### src/rtl/cpu_macros.svh
// -------------------------------------------------------------------------
// CPU core constants
// Reset vector location, status reset value and fetch step
// -------------------------------------------------------------------------

`ifndef CPU_MACROS_SVH
`define CPU_MACROS_SVH

// Reset vector, low byte first
`define CPU_RESET_VEC_LO 16'hFFFC
`define CPU_RESET_VEC_HI 16'hFFFD

// Only the always-one bit is set out of reset
`define CPU_STATUS_RESET 8'h20

// Address step from the opcode to its first operand byte
`define CPU_FETCH_OFFSET 16'd1

`endif

### src/rtl/cpu_core_pkg.sv
// -------------------------------------------------------------------------
// Core types: bus widths, sequencer states and ALU operations
// -------------------------------------------------------------------------

package cpu_core_pkg;

  // Data byte, registers and bus data
  typedef logic [7:0]  data_t;
  // Memory address and program counter
  typedef logic [15:0] addr_t;
  // Processor status register
  typedef logic [7:0]  status_t;

  // Instruction cycle states
  typedef enum logic [2:0] {
    RESET,
    VECTOR_LO,
    VECTOR_HI,
    FETCH,
    DECODE,
    ABS_1,
    ABS_2,
    HALT
  } cpu_state_t;

  // ALU operations
  typedef enum logic [2:0] {
    ADD,
    SUB,
    AND,
    OR,
    XOR
  } alu_op_t;

endpackage

### src/rtl/cpu_isa_pkg.sv
// -------------------------------------------------------------------------
// Instruction set definitions for the 6502 subset
// -------------------------------------------------------------------------

package cpu_isa_pkg;

  // Kept opcodes, standard 6502 encodings
  typedef enum logic [7:0] {
    // Implied
    OP_CLC     = 8'h18,
    OP_SEC     = 8'h38,
    OP_CLV     = 8'hB8,
    OP_NOP     = 8'hEA,
    // Immediate
    OP_LDA_IMM = 8'hA9,
    OP_LDX_IMM = 8'hA2,
    OP_LDY_IMM = 8'hA0,
    // Absolute loads, stores and jump
    OP_LDA_ABS = 8'hAD,
    OP_LDX_ABS = 8'hAE,
    OP_LDY_ABS = 8'hAC,
    OP_STA_ABS = 8'h8D,
    OP_STX_ABS = 8'h8E,
    OP_STY_ABS = 8'h8C,
    OP_JMP_ABS = 8'h4C,
    // Absolute ALU group
    OP_ADC_ABS = 8'h6D,
    OP_SBC_ABS = 8'hED,
    OP_AND_ABS = 8'h2D,
    OP_ORA_ABS = 8'h0D,
    OP_EOR_ABS = 8'h4D,
    OP_CMP_ABS = 8'hCD
  } opcode_t;

  // Status register bit positions
  parameter int FLAG_C   = 0;
  parameter int FLAG_Z   = 1;
  parameter int FLAG_ONE = 5;
  parameter int FLAG_V   = 6;
  parameter int FLAG_N   = 7;

endpackage

### src/rtl/alu_if.sv
// -------------------------------------------------------------------------
// ALU bus between datapath, status register and ALU
// -------------------------------------------------------------------------

`timescale 1ns/1ns

interface alu_if import cpu_core_pkg::*; ();

  alu_op_t op;
  data_t   a;
  data_t   b;
  logic    carry_in;
  data_t   result;
  status_t flags;

  // Operands and result
  modport datapath (output op, a, b, input result);
  // Carry source and flag sink
  modport status (output carry_in, input flags);
  modport alu (input op, a, b, carry_in, output result, flags);

endinterface

### src/rtl/cpu_alu.sv
// -------------------------------------------------------------------------
// 8-bit ALU, add/subtract with carry and bitwise logic, N Z C V flags
// -------------------------------------------------------------------------

`timescale 1ns/1ns

module cpu_alu import cpu_core_pkg::*, cpu_isa_pkg::*; (
  alu_if.alu alu
);

  data_t      b_eff;
  logic [8:0] sum;
  data_t      res;
  logic       arith;

  always_comb begin
    arith = (alu.op == ADD) || (alu.op == SUB);
    // Subtract as a + ~b + c, carry out means no borrow
    b_eff = (alu.op == SUB) ? ~alu.b : alu.b;
    sum   = {1'b0, alu.a} + {1'b0, b_eff} + {8'd0, alu.carry_in};

    case (alu.op)
      AND:     res = alu.a & alu.b;
      OR:      res = alu.a | alu.b;
      XOR:     res = alu.a ^ alu.b;
      default: res = sum[7:0];
    endcase
  end

  assign alu.result = res;

  // Flags, C and V only meaningful for add and subtract
  always_comb begin
    alu.flags         = '0;
    alu.flags[FLAG_N] = res[7];
    alu.flags[FLAG_Z] = (res == 8'h00);
    alu.flags[FLAG_C] = arith & sum[8];
    // Same operand signs, different result sign
    alu.flags[FLAG_V] = arith & (alu.a[7] == b_eff[7]) & (res[7] != alu.a[7]);
  end

endmodule

### src/rtl/cpu_sequencer.sv
// -------------------------------------------------------------------------
// Instruction cycle FSM with addressing-mode decode of the IR
// -------------------------------------------------------------------------

`timescale 1ns/1ns

module cpu_sequencer import cpu_core_pkg::*, cpu_isa_pkg::*; (
  input  logic       clk,
  input  logic       resetn,
  input  opcode_t    ir,
  output cpu_state_t state,
  output logic       halted
);

  cpu_state_t state_next;

  always_ff @(posedge clk) begin
    if (!resetn) begin
      state <= RESET;
    end else begin
      state <= state_next;
    end
  end

  always_comb begin
    state_next = state;
    case (state)
      RESET:     state_next = VECTOR_LO;
      VECTOR_LO: state_next = VECTOR_HI;
      VECTOR_HI: state_next = FETCH;
      FETCH:     state_next = DECODE;
      DECODE: begin
        // Addressing mode picks the path
        case (ir)
          OP_LDA_ABS, OP_LDX_ABS, OP_LDY_ABS,
          OP_STA_ABS, OP_STX_ABS, OP_STY_ABS, OP_JMP_ABS,
          OP_ADC_ABS, OP_SBC_ABS, OP_AND_ABS,
          OP_ORA_ABS, OP_EOR_ABS, OP_CMP_ABS: state_next = ABS_1;
          OP_CLC, OP_SEC, OP_CLV, OP_NOP,
          OP_LDA_IMM, OP_LDX_IMM, OP_LDY_IMM: state_next = FETCH;
          default:                            state_next = HALT;
        endcase
      end
      // JMP is done once the target is known
      ABS_1:     state_next = (ir == OP_JMP_ABS) ? FETCH : ABS_2;
      ABS_2:     state_next = FETCH;
      default:   state_next = HALT;
    endcase
  end

  // Sticky until reset
  assign halted = (state == HALT);

  a_state_known: assert property (@(posedge clk) disable iff (!resetn)
    !$isunknown(state));

endmodule

### src/rtl/cpu_datapath.sv
// -------------------------------------------------------------------------
// Datapath: PC, IR, A/X/Y, low operand byte and memory bus drivers
// -------------------------------------------------------------------------

`timescale 1ns/1ns

`include "cpu_macros.svh"

module cpu_datapath import cpu_core_pkg::*, cpu_isa_pkg::*; (
  input  logic       clk,
  input  logic       resetn,
  input  cpu_state_t state,
  input  data_t      rd_data,
  output opcode_t    ir,
  output addr_t      address,
  output data_t      wr_data,
  output logic       wr_enable,
  alu_if.datapath    alu
);

  addr_t   pc;
  data_t   acc;
  data_t   x_reg;
  data_t   y_reg;
  data_t   op_lo;
  alu_op_t alu_op_q;
  data_t   alu_a_q;
  data_t   alu_b_q;

  assign alu.op = alu_op_q;
  assign alu.a  = alu_a_q;
  assign alu.b  = alu_b_q;

  // -------------------------------------------------------------------------
  // Bus and control registers
  // -------------------------------------------------------------------------
  always_ff @(posedge clk) begin
    if (!resetn) begin
      address   <= `CPU_RESET_VEC_LO;
      wr_enable <= 1'b0;
      ir        <= OP_NOP;
    end else begin
      case (state)
        RESET: address <= `CPU_RESET_VEC_LO;
        VECTOR_LO: begin
          address  <= `CPU_RESET_VEC_HI;
          pc[7:0]  <= rd_data;
        end
        VECTOR_HI: begin
          address  <= {rd_data, pc[7:0]};
          pc[15:8] <= rd_data;
        end
        FETCH: begin
          ir      <= opcode_t'(rd_data);
          address <= pc + `CPU_FETCH_OFFSET;
          // Result of the previous ALU instruction
          if (ir inside {OP_ADC_ABS, OP_SBC_ABS, OP_AND_ABS, OP_ORA_ABS, OP_EOR_ABS}) begin
            acc <= alu.result;
          end
        end
        DECODE: begin
          op_lo <= rd_data;
          case (ir)
            OP_CLC, OP_SEC, OP_CLV, OP_NOP: begin
              address <= pc + 16'd1;
              pc      <= pc + 16'd1;
            end
            OP_LDA_IMM, OP_LDX_IMM, OP_LDY_IMM: begin
              address <= pc + 16'd2;
              pc      <= pc + 16'd2;
              if (ir == OP_LDA_IMM) acc <= rd_data;
              if (ir == OP_LDX_IMM) x_reg <= rd_data;
              if (ir == OP_LDY_IMM) y_reg <= rd_data;
            end
            // Absolute, fetch the high operand byte
            default: address <= pc + 16'd2;
          endcase
        end
        ABS_1: begin
          address <= {rd_data, op_lo};
          case (ir)
            OP_JMP_ABS: pc <= {rd_data, op_lo};
            OP_STA_ABS, OP_STX_ABS, OP_STY_ABS: begin
              wr_enable <= 1'b1;
              if (ir == OP_STA_ABS) wr_data <= acc;
              if (ir == OP_STX_ABS) wr_data <= x_reg;
              if (ir == OP_STY_ABS) wr_data <= y_reg;
            end
            default: ;
          endcase
        end
        ABS_2: begin
          wr_enable <= 1'b0;
          pc        <= pc + 16'd3;
          address   <= pc + 16'd3;
          // Operands for the ALU, result used at next FETCH
          alu_a_q   <= acc;
          alu_b_q   <= rd_data;
          case (ir)
            OP_LDA_ABS: acc <= rd_data;
            OP_LDX_ABS: x_reg <= rd_data;
            OP_LDY_ABS: y_reg <= rd_data;
            OP_ADC_ABS: alu_op_q <= ADD;
            OP_SBC_ABS, OP_CMP_ABS: alu_op_q <= SUB;
            OP_AND_ABS: alu_op_q <= AND;
            OP_ORA_ABS: alu_op_q <= OR;
            OP_EOR_ABS: alu_op_q <= XOR;
            default: ;
          endcase
        end
        default: ;
      endcase
    end
  end

  // Store strobe is a single cycle
  a_wr_single: assert property (@(posedge clk) disable iff (!resetn)
    wr_enable |=> !wr_enable);

endmodule

### src/rtl/cpu_status.sv
// -------------------------------------------------------------------------
// Processor status register with per-instruction flag update
// -------------------------------------------------------------------------

`timescale 1ns/1ns

`include "cpu_macros.svh"

module cpu_status import cpu_core_pkg::*, cpu_isa_pkg::*; (
  input  logic       clk,
  input  logic       resetn,
  input  cpu_state_t state,
  input  opcode_t    ir,
  input  data_t      rd_data,
  alu_if.status      alu
);

  status_t p;
  status_t p_next;
  data_t   ld_byte;

  // CMP always subtracts without borrow
  assign alu.carry_in = (ir == OP_CMP_ABS) ? 1'b1 : p[FLAG_C];

  // Loaded byte, immediate in DECODE, absolute in ABS_2
  always_ff @(posedge clk) begin
    if (state == DECODE || state == ABS_2) begin
      ld_byte <= rd_data;
    end
  end

  // -------------------------------------------------------------------------
  // Flag rules, keyed on the instruction just finished
  // -------------------------------------------------------------------------
  always_comb begin
    p_next = p;
    case (ir)
      OP_LDA_IMM, OP_LDX_IMM, OP_LDY_IMM,
      OP_LDA_ABS, OP_LDX_ABS, OP_LDY_ABS: begin
        p_next[FLAG_N] = ld_byte[7];
        p_next[FLAG_Z] = (ld_byte == 8'h00);
      end
      OP_ADC_ABS, OP_SBC_ABS: begin
        p_next[FLAG_N] = alu.flags[FLAG_N];
        p_next[FLAG_Z] = alu.flags[FLAG_Z];
        p_next[FLAG_C] = alu.flags[FLAG_C];
        p_next[FLAG_V] = alu.flags[FLAG_V];
      end
      OP_AND_ABS, OP_ORA_ABS, OP_EOR_ABS: begin
        p_next[FLAG_N] = alu.flags[FLAG_N];
        p_next[FLAG_Z] = alu.flags[FLAG_Z];
      end
      // C set when A >= M
      OP_CMP_ABS: begin
        p_next[FLAG_N] = alu.flags[FLAG_N];
        p_next[FLAG_Z] = alu.flags[FLAG_Z];
        p_next[FLAG_C] = alu.flags[FLAG_C];
      end
      OP_CLC: p_next[FLAG_C] = 1'b0;
      OP_SEC: p_next[FLAG_C] = 1'b1;
      OP_CLV: p_next[FLAG_V] = 1'b0;
      default: ;
    endcase
    p_next[FLAG_ONE] = 1'b1;
  end

  always_ff @(posedge clk) begin
    if (!resetn) begin
      p <= `CPU_STATUS_RESET;
    end else if (state == FETCH) begin
      p <= p_next;
    end
  end

endmodule

### src/rtl/cpu6502_top.sv
// -------------------------------------------------------------------------
// 6502 subset core, sequencer, datapath, status and ALU on one memory bus
// -------------------------------------------------------------------------

`timescale 1ns/1ns

module cpu6502_top import cpu_core_pkg::*; (
  input  logic  clk,
  input  logic  resetn,
  input  data_t rd_data,
  output addr_t address,
  output data_t wr_data,
  output logic  wr_enable,
  output logic  halted
);

  cpu_state_t           state;
  cpu_isa_pkg::opcode_t ir;

  alu_if alu_bus ();

  cpu_sequencer u_sequencer (
    .clk    (clk),
    .resetn (resetn),
    .ir     (ir),
    .state  (state),
    .halted (halted)
  );

  cpu_datapath u_datapath (
    .clk       (clk),
    .resetn    (resetn),
    .state     (state),
    .rd_data   (rd_data),
    .ir        (ir),
    .address   (address),
    .wr_data   (wr_data),
    .wr_enable (wr_enable),
    .alu       (alu_bus.datapath)
  );

  cpu_status u_status (
    .clk     (clk),
    .resetn  (resetn),
    .state   (state),
    .ir      (ir),
    .rd_data (rd_data),
    .alu     (alu_bus.status)
  );

  cpu_alu u_alu (
    .alu (alu_bus.alu)
  );

endmodule

### config.mk
export PLATFORM = sky130hd
export DESIGN_NAME = cpu6502_top
export DESIGN_NICKNAME = d
export VERILOG_FILES = /design/src/rtl/cpu_core_pkg.sv /design/src/rtl/cpu_isa_pkg.sv /design/src/rtl/alu_if.sv /design/src/rtl/cpu_alu.sv /design/src/rtl/cpu_sequencer.sv /design/src/rtl/cpu_datapath.sv /design/src/rtl/cpu_status.sv /design/src/rtl/cpu6502_top.sv
export VERILOG_INCLUDE_DIRS = /design/src /design/src/rtl
export SDC_FILE = /design/constraint.sdc
export NUM_CORES = 1
export LEC_CHECK = 0
export BUFFER_PORTS_ARGS = -buffer_cell sky130_fd_sc_hd__buf_2
export CAP_MARGIN = 30
export CORE_UTILIZATION = 30
export CTS_CLUSTER_SIZE = 24
export DETAILED_ROUTE_END_ITERATION = 10
export GPL_TIMING_DRIVEN = 0
export HOLD_SLACK_MARGIN = 0.08
export PLACE_DENSITY = 0.52
export SLEW_MARGIN = 10
export SYNTH_ARGS = -nofsm -noshare
export SYNTH_HDL_FRONTEND = slang
export SYNTH_HIERARCHICAL = 1
export SYNTH_SLANG_ARGS = --single-unit
### constraint.sdc
create_clock -name clk -period 3.5 [get_ports clk]
set_input_delay 0.7 -clock clk [delete_from_list [all_inputs] [get_ports clk]]
set_output_delay 0.7 -clock clk [all_outputs]
set_load 0.01 [all_outputs]
Yosys cells after proc, flatten, opt, wreduce, memory -nomap -nowiden

Index checks and enable logic that the tools add are counted.

Bits of input ports: 10
Register bits: 104
Output and inout port bits: 26
Logic and storage cells: 131

Bitwise operators: 5
Mux-type cells: 32
Reduce and logical (&&, ||, !) cells: 32
Add/sub/neg operators: 5
Equality and inequality tests: 42

Operator list:

| cell                                                                  | count |
|---|---|
| 8-bit 2-to-1 mux                                                      | 14 |
| 16-bit case mux with 7 select lines                                   | 1 |
| 8-bit equality test, second input constant                            | 13 |
| 8-bit case mux with 4 select lines                                    | 2 |
| 8-bit case mux with 3 select lines                                    | 2 |
| 16-bit by 2-bit adder with 16-bit output, second input constant       | 2 |
| 16-bit 2-to-1 mux                                                     | 2 |
| 16-bit case mux with 2 select lines                                   | 1 |
| 8-bit case mux with 2 select lines                                    | 2 |
| 8-bit by 7-bit equality test with 1-bit output, second input constant | 3 |
| 3-bit case mux with 6 select lines                                    | 1 |
| 16-bit by 1-bit adder with 16-bit output, second input constant       | 1 |
| 8-bit by 6-bit equality test with 1-bit output, second input constant | 2 |
| 3-bit equality test, second input constant                            | 5 |
| 3-bit case mux with 5 select lines                                    | 1 |
| 13-bit OR reduction                                                   | 1 |
| 3-bit by 2-bit equality test with 1-bit output, second input constant | 4 |
| 2-bit inequality test, second input constant                          | 6 |
| 4-bit AND reduction                                                   | 3 |
| 5-bit AND reduction                                                   | 2 |
| 5-bit nonzero test                                                    | 2 |
| 8-bit by 8-bit adder with 9-bit output                                | 1 |
| 9-bit by 1-bit adder with 9-bit output                                | 1 |
| 3-bit nonzero test                                                    | 3 |
| other kinds (27)                                                      | 41 |

Depth between registers and ports, before layout

Gate-level depths: netlist of the first run.

Depth after elaboration: 7
Gate-level depth with buffers: 14

Modules after synthesis

Netlist of the first run, hierarchy kept.

Modules (own cells, without submodules):

| module        | cells each | instances | area an instance (µm²) |
|---|---|---|---|
| cpu_datapath  | 607        | 1         | 5615.4 |
| cpu_alu       | 145        | 1         | 1076.0 |
| cpu_sequencer | 35         | 1         | 259.0 |
| cpu_status    | 18         | 1         | 148.9 |

Worst setup path after synthesis of the first run

No wires, ideal clock.

Path kind: reg-to-reg
Start point: register u_datapath.alu_op_q[0] (netlist: u_datapath/alu.op[0])
End point: register u_datapath.acc[6], data pin
Library setup time: 0.253 ns
Clock period less this slack: 3.526 ns
Cell stages (with the launch flop): 14
Path slack: -0.026 ns
Arrival time: 3.273 ns
Cells stage by stage: edfxtp_1 > buf_2 > buf_2 > nor3b_1 > buf_1 > xnor2_1 > fa_1 > fa_1 > a211oi_1 > o21bai_1 > a2111oi_0 > nor3_1 > nand2_1 > nand2_1

Longest elaborated chain between the ends: 7
Elaborated cells on any way between the ends: 10
Those cells by class: 2 x add/sub; 4 x eq/ne; 4 x mux

RTL lines:

| what                                           | RTL line            | source |
|---|---|---|
| from (decl)                                    | cpu_datapath.sv:26  | `alu_op_t alu_op_q;` |
| from (signal assigned)                         | cpu_datapath.sv:103 | `OP_ADC_ABS: alu_op_q <= ADD;` |
| from (signal assigned)                         | cpu_datapath.sv:104 | `OP_SBC_ABS, OP_CMP_ABS: alu_op_q <= SUB;` |
| from (signal assigned)                         | cpu_datapath.sv:105 | `OP_AND_ABS: alu_op_q <= AND;` |
| 3-bit by 1-bit equality test with 1-bit output | cpu_alu.sv:19       | `b_eff = (alu.op == SUB) ? ~alu.b : alu.b;` |
| 8-bit 2-to-1 mux                               | cpu_alu.sv:19       |  |
| 8-bit by 8-bit adder with 9-bit output         | cpu_alu.sv:20       | `sum = {1'b0, alu.a} + {1'b0, b_eff} + {8'd0, alu.carry_in};` |
| 9-bit by 1-bit adder with 9-bit output         | cpu_alu.sv:20       |  |
| 8-bit case mux with 3 select lines (*)         | cpu_alu.sv:22       | `case (alu.op)` |
| via alu_bus.result[6]                          | alu_if.sv:13        | `data_t result;` |
| 8-bit 2-to-1 mux (*)                           | cpu_datapath.sv:57  | `if (ir inside {OP_ADC_ABS, OP_SBC_ABS, OP_AND_ABS, OP_ORA_ABS, OP_EOR_ABS}) begin` |
| 8-bit case mux with 3 select lines (*)         | cpu_datapath.sv:43  | `case (state)` |
| to (signal assigned)                           | cpu_datapath.sv:58  | `acc <= alu.result;` |
| to (signal assigned)                           | cpu_datapath.sv:71  | `if (ir == OP_LDA_IMM) acc <= rd_data;` |
| to (signal assigned)                           | cpu_datapath.sv:100 | `OP_LDA_ABS: acc <= rd_data;` |
| to (decl)                                      | cpu_datapath.sv:22  | `data_t acc;` |

The timed path passes the listed nets; every way through them passes the cells marked *. The select of a mux whose other input is x is not followed.
A chain may end at the register's enable or synchronous reset.

Worst setup path in the final report of the first run

Same ends and word-level chain as after synthesis.

==> results of run 1 <==
## per-layer routing
metal	up-vias	GRT usage	part of all wire
li1	2984	-	-
met1	3058	0.256	0.44
met2	247	0.314	0.46
met3	48	0.0281	0.069
met4	0	0.0702	0.027
met5	-	0	0
## final timing paths
check,to,cells past startpoint,start,slack [ps]
max reg2reg,u_datapath/acc[6],12,u_datapath/alu.op[0],190
min reg2reg,u_datapath/alu.a[7],0,u_datapath/acc[7],460
max,u_datapath/acc[6],12,u_datapath/alu.op[0],190
min,u_datapath/alu.a[7],0,u_datapath/acc[7],460
## per-stage QoR
stage                     utilization  instance area [um^2]  total power [uW]  setup slack (ps)
final                           0.350                  7960              2890               193
after global routing            0.350                  7960              3000             -6.78
after global placement          0.333                  7580              1840              -811
after detailed placement        0.334                  7610              1840              -802
after CTS                       0.348                  7930              2910              24.4
after floorplan                     -                  7010              1690              13.4
## area by class of cell
cell class,instances,share of cell area
Buffer,51,0.0294
Clock buffer,9,0.0283
Clock inverter,7,0.0105
Inverter,30,0.0141
Multi-Input combinational cell,607,0.484
Sequential cell,104,0.356
Tap cell,313,0.0492
Timing Repair Buffer,42,0.0286
## worst max-delay path, stage by stage, from the launching register on
cell and delay [ps]:
edfxtp_1 450, buf_6 200, nor3b_1 140, buf_4 170
xnor2_1 130, fa_1 430, fa_1 440, a211oi_2 270
o21bai_1 160, a2111oi_1 400, nor3_1 130, nand2_1 70
nand2_1 60
## power by group through the flow
| stage | Clock (uW) | Sequential (uW) | Combinational (uW) |
|---|---|---|---|
| 2_1_floorplan | 0 | 1420 | 272 |
| 3_3_place_gp | 0 | 1420 | 419 |
| 3_5_place_dp | 0 | 1420 | 420 |
| 4_1_cts | 1100 | 1390 | 423 |
| 5_1_grt | 1130 | 1400 | 470 |
| 6_report | 1060 | 1390 | 434 |
## cells in the final DEF (no fill, tap or decap), types with 26 or more instances in the layout
master,instances
inv_1,28
nor2_1,83
buf_2,57
clkbuf_1,26
edfxtp_1,75
nand2_1,114
o21ai_0,51
xnor2_1,27
ha_1,28
a21oi_1,42
dfxtp_1,28
## what timing repair did
item | in CTS | in global routing
pin swaps | 0 | 0
gates cloned | 0 | 0
endpoints found under the setup margin | 6 | 2
setup buffers | 0 | 3
resized for setup | 6 | 4
==> parameters.txt, run 1 <==
Parameter                              Value

Global routing
  Antenna violations before repair    0
  Wire length of the first global-routing pass    34,600 um
  Tot GR Track Use    0.191
  Via count of the first global-routing pass    5,968
  Total global routing overflow    0
  Largest net degree at the start of global routing    22

Cells and area
  Fin nets    885
  Number of fill cells    2,386
  Non-filler cells, final    1,163
  Leading registers by flop count    u_datapath/address (16), u_datapath/pc (16)
  Register cell area after layout    2830 um^2
  Share of final-layout standard cells stronger than drive strength 1    0.127
  Footprint of the multi-input gates    3850 um^2
  Diodes inserted    0
  Synthesis-to-finish area growth    13.6%

Clock network
  TritonCTS clock tree    built
  CTS sink count    104
  CTS HTree Levels    3
  Hold buffer count at cts    0
  Clock buffer depth    2
  Clock root buffer master    clkbuf_16
  Clock input transition at the sequential cells of the worst setup and hold paths    80 ps
  Clock latency on the worst-skew pair    370 ps
  Number of buffers created by CTS    9

Logic synthesis
  Mean post-synth cell area    8.83 um^2
  Post-Synthesis Net Count    834
  Warning count from the yosys run    6
  Mapped cell area    7010 um^2
  Gate count after technology mapping    794

Worst setup path
  CP Capture Type    flop
  Class of the most critical setup path    flop to flop
  Crit-path max FO    19
  Kind of start point of the critical path    flop
  CP arrival    3430 ps
  Data required time at the worst endpoint    3630 ps

Pwr
  Power density relative to cell area    363 nW/um^2
  Leakage power figure    0.00290 uW
  Combinational fraction of design power    0.150
  Switching Fraction    0.301
  Cell-internal power    2020 uW
  Fraction of power consumed by the clock network    0.368
  Reg power frac    0.482
  Power dissipated by switching net loads    870 uW
  Maximum vdd ir drop    0.213 mV

Placed design
  IO Port Bufs    35
  Gp weighted congestion    0.934
  Inst Count DP    1,146
  Detail Placement HPWL    15,800 um

Timing
  Period utilisation layout    0.945
  RSZ-0062 raised after global routing    true
  Final total negative setup slack    0 ps
  Fin crit period    3310 ps
  Clock Skew    9.79 ps
  Top achievable clock speed    302 MHz
  Worst-margin pin slew    928 ps
  Final hold slack    464 ps
  Rel. slew slack    0.379
  Setup-violating endpoint count in the final report    0
  Number of pins with negative max-slew slack in the final report    0
  Number of failing hold endpoints at the final stage    0

Die
  Overall die area    24,000 um^2
  Number of rows created at floorplan    55
  Number of ports placed on the die boundary    36
  Starting density of the core    0.308
  Area of the placeable core    22,800 um^2
  Die boundary width    155 um
  Die height    155 um

Detailed routing
  Vias/cell    5.45
  Post-DRT Antenna Nets    0
  Routed length per placed instance    19.4 um
  Number of detailed-route iterations in the first pass    5
  Wirelength, routed    22,600 um
  Number of DRC violations after detailed routing    0
  Via Count    6,337
  Number of design-rule violations left by the first detailed-router iteration    594

Run
  MaxCap Viol Count    0

Run status
  Status    completed

Min path
  Min-delay worst type    flop to flop
No activity file was read; power rests on OpenSTA's default activity.
==> run 2: changes to the inputs <==
--- a/config.mk
+++ b/config.mk
@@ -8,12 +8,14 @@
 export LEC_CHECK = 0
 export BUFFER_PORTS_ARGS = -buffer_cell sky130_fd_sc_hd__buf_2
 export CAP_MARGIN = 30
+export CELL_PAD_IN_SITES_DETAIL_PLACEMENT = 1
+export CELL_PAD_IN_SITES_GLOBAL_PLACEMENT = 2
 export CORE_UTILIZATION = 30
 export CTS_CLUSTER_SIZE = 24
 export DETAILED_ROUTE_END_ITERATION = 10
 export GPL_TIMING_DRIVEN = 0
 export HOLD_SLACK_MARGIN = 0.08
-export PLACE_DENSITY = 0.52
+export PLACE_DENSITY = 0.73
 export SLEW_MARGIN = 10
 export SYNTH_ARGS = -nofsm -noshare
 export SYNTH_HDL_FRONTEND = slang
==> run 2 against run 1 <==
Effect of this change:
- design area up 0.24%
- sequential share of layout area down 0.084 points
- register-to-register slack better by 30 ps
- via count down 0.47%
- combinational power up 2%
- clock power about the same
- setup slack better by 28 ps
==> parameters.txt, run 2 (synthesized netlist as in run 1, its figures left out) <==
Parameter                              Value

Run status
  Status    completed

Detailed routing
  Number of design-rule violations left by the first detailed-router iteration    489 (-18%)
  Via Count    6,307 (-0.47%)
  Vias/cell    5.43 (-0.39%)
  Number of detailed-route iterations in the first pass    4 (-1)
  Number of DRC violations after detailed routing    0 (unchanged)
  Post-DRT Antenna Nets    0 (unchanged)
  Wirelength, routed    24,800 um (+10%)
  Routed length per placed instance    21.4 um (+10%)

Cells and area
  Register cell area after layout    2830 um^2 (unchanged)
  Footprint of the multi-input gates    3870 um^2 (+0.39%)
  Fin nets    884 (-0.11%)
  Synthesis-to-finish area growth    13.9%
  Leading registers by flop count    u_datapath/address (16), u_datapath/pc (16)
  Leading cell type in the layout, fill and taps excluded    nand2_1
  Share of final-layout standard cells stronger than drive strength 1    0.130 (+0.00251)
  Highest-count cells in the layout ignoring fill and taps    nand2_1, nor2_1, edfxtp_1
  Share of the core filled with cells in the final layout    0.350 (+0.000824)
  Diodes inserted    0 (unchanged)
  Number of fill cells    2,705 (+13%)

Timing
  Number of pins with negative max-slew slack in the final report    0 (unchanged)
  Setup-violating endpoint count in the final report    0 (unchanged)
  Worst setup margin    221 ps (+28.0 ps)
  Rel. slew slack    0.375 (-0.00446)
  Fin crit period    3280 ps (-28.0 ps)
  Clock Skew    10.2 ps (+0.391 ps)
  Number of failing hold endpoints at the final stage    0 (unchanged)
  Top achievable clock speed    305 MHz (+0.85%)
  Period utilisation layout    0.937 (-0.00799)
  RSZ-0062 raised after global routing    false
  Worst-margin pin slew    935 ps (+6.66 ps)
  Final total negative setup slack    0 ps (unchanged)

Worst setup path
  Crit-path max FO    19 (unchanged)
  Class of the most critical setup path    flop to flop
  Minimum setup slack among reg-to-reg paths    220 ps (+30 ps)
  CP arrival    3410 ps (-20 ps)
  Kind of start point of the critical path    flop
  First element of the critical path    u_datapath/alu.op[0]
  Reg-to-reg startpoint    u_datapath/alu.op[0]
  Data required time at the worst endpoint    3630 ps (about the same)
  CP Capture Type    flop

Die
  Starting density of the core    0.308 (unchanged)
  Overall die area    24,000 um^2 (unchanged)
  Number of rows created at floorplan    55 (unchanged)
  Number of ports placed on the die boundary    36 (unchanged)
  Die height    155 um (unchanged)
  Die boundary width    155 um (unchanged)
  Area of the placeable core    22,800 um^2 (unchanged)

Clock network
  CTS HTree Levels    3 (unchanged)
  Clock buffer depth    2 (unchanged)
  TritonCTS clock tree    built
  Clock input transition at the sequential cells of the worst setup and hold paths    80 ps (about the same)
  Clock root buffer master    clkbuf_16
  Hold buffer count at cts    0 (unchanged)
  Clock latency on the worst-skew pair    360 ps (about the same)
  CTS sink count    104 (unchanged)
  Number of buffers created by CTS    9 (unchanged)

Run
  MaxCap Viol Count    0 (unchanged)

Global routing
  Wire length of the first global-routing pass    38,500 um (+11%)
  Antenna violations before repair    0 (unchanged)
  Tot GR Track Use    0.215 (+0.0231)
  Total global routing overflow    0 (unchanged)
  Via count of the first global-routing pass    6,471 (+8.4%)
  Largest net degree at the start of global routing    23 (+4.5%)

Min path
  Min-delay worst type    flop to flop
  Hold Path Origin    u_datapath/acc[7]

Pwr
  Maximum vdd ir drop    0.218 mV (+2.6%)
  Power density relative to cell area    365 nW/um^2 (+0.63%)
  Leakage power figure    0.00290 uW (about the same)

Placed design
  Gp weighted congestion    0.863 (-7.6%)
  IO Port Bufs    35 (unchanged)
  Detail Placement HPWL    17,900 um (+13%)
  Worst slack after detailed placement    -883 ps (-81.2 ps)
run 2: final cells by class:
class / instances / share of cell area
Multi-Input combinational cell: 607 / 0.485
Clock inverter: 7 / 0.0118
Timing Repair Buffer: 41 / 0.0277
Buffer: 51 / 0.0293
Tap cell: 313 / 0.0491
Sequential cell: 104 / 0.355
Inverter: 30 / 0.0141
Clock buffer: 9 / 0.0282
run 2: per-layer routing:
metal | wire [um] | track usage
met5 | 0 | 0
met2 | 12400 | 0.379
met3 | 1020 | 0.0315
met1 | 10900 | 0.269
met4 | 502 | 0.0665
run 2: through the flow:
| step | hold slack (ps) | instances | power, uW | area, um^2 |
|---|---|---|---|---|
| floorplan | 426 | 794 | 1690 | 7010 |
| detailed placement | 445 | 1144 | 1860 | 7600 |
| global route | 488 | 1162 | 3030 | 7980 |
| finish | 460 | 1162 | 2910 | 7980 |
| CTS | 462 | 1160 | 2940 | 7950 |
| global placement | 435 | 1142 | 1850 | 7580 |
run 2: where the power goes:
part / leakage [uW] / internal, uW / total [uW] / switching (uW)
registers: 0.000924 / 1360 / 1390 / 34.4
clock network: 0.000154 / 519 / 1080 / 558
logic: 0.00182 / 146 / 443 / 297
run 2: final timing paths:
path,to,depth (start not counted)
setup / recovery,u_datapath/acc[6],12
hold / removal,u_datapath/alu.a[7],0
setup reg to reg,u_datapath/acc[6],12
hold reg to reg,u_datapath/alu.a[7],0
run 2: repair_timing:
item	CTS	global route
pin swaps	1	0
buffers inserted	1	2
resized for setup	7	4
setup endpoints to repair	6	2
run 2: critical path, stage by stage, from the launching register on:
cell       delay, ps
edfxtp_1         460
buf_6            200
nor3b_1          140
buf_4            160
xnor2_1          130
fa_1             430
fa_1             440
a211oi_2         300
o21bai_1         170
a2111oi_2        380
nor3_1           120
nand2_1           70
nand2_1           50
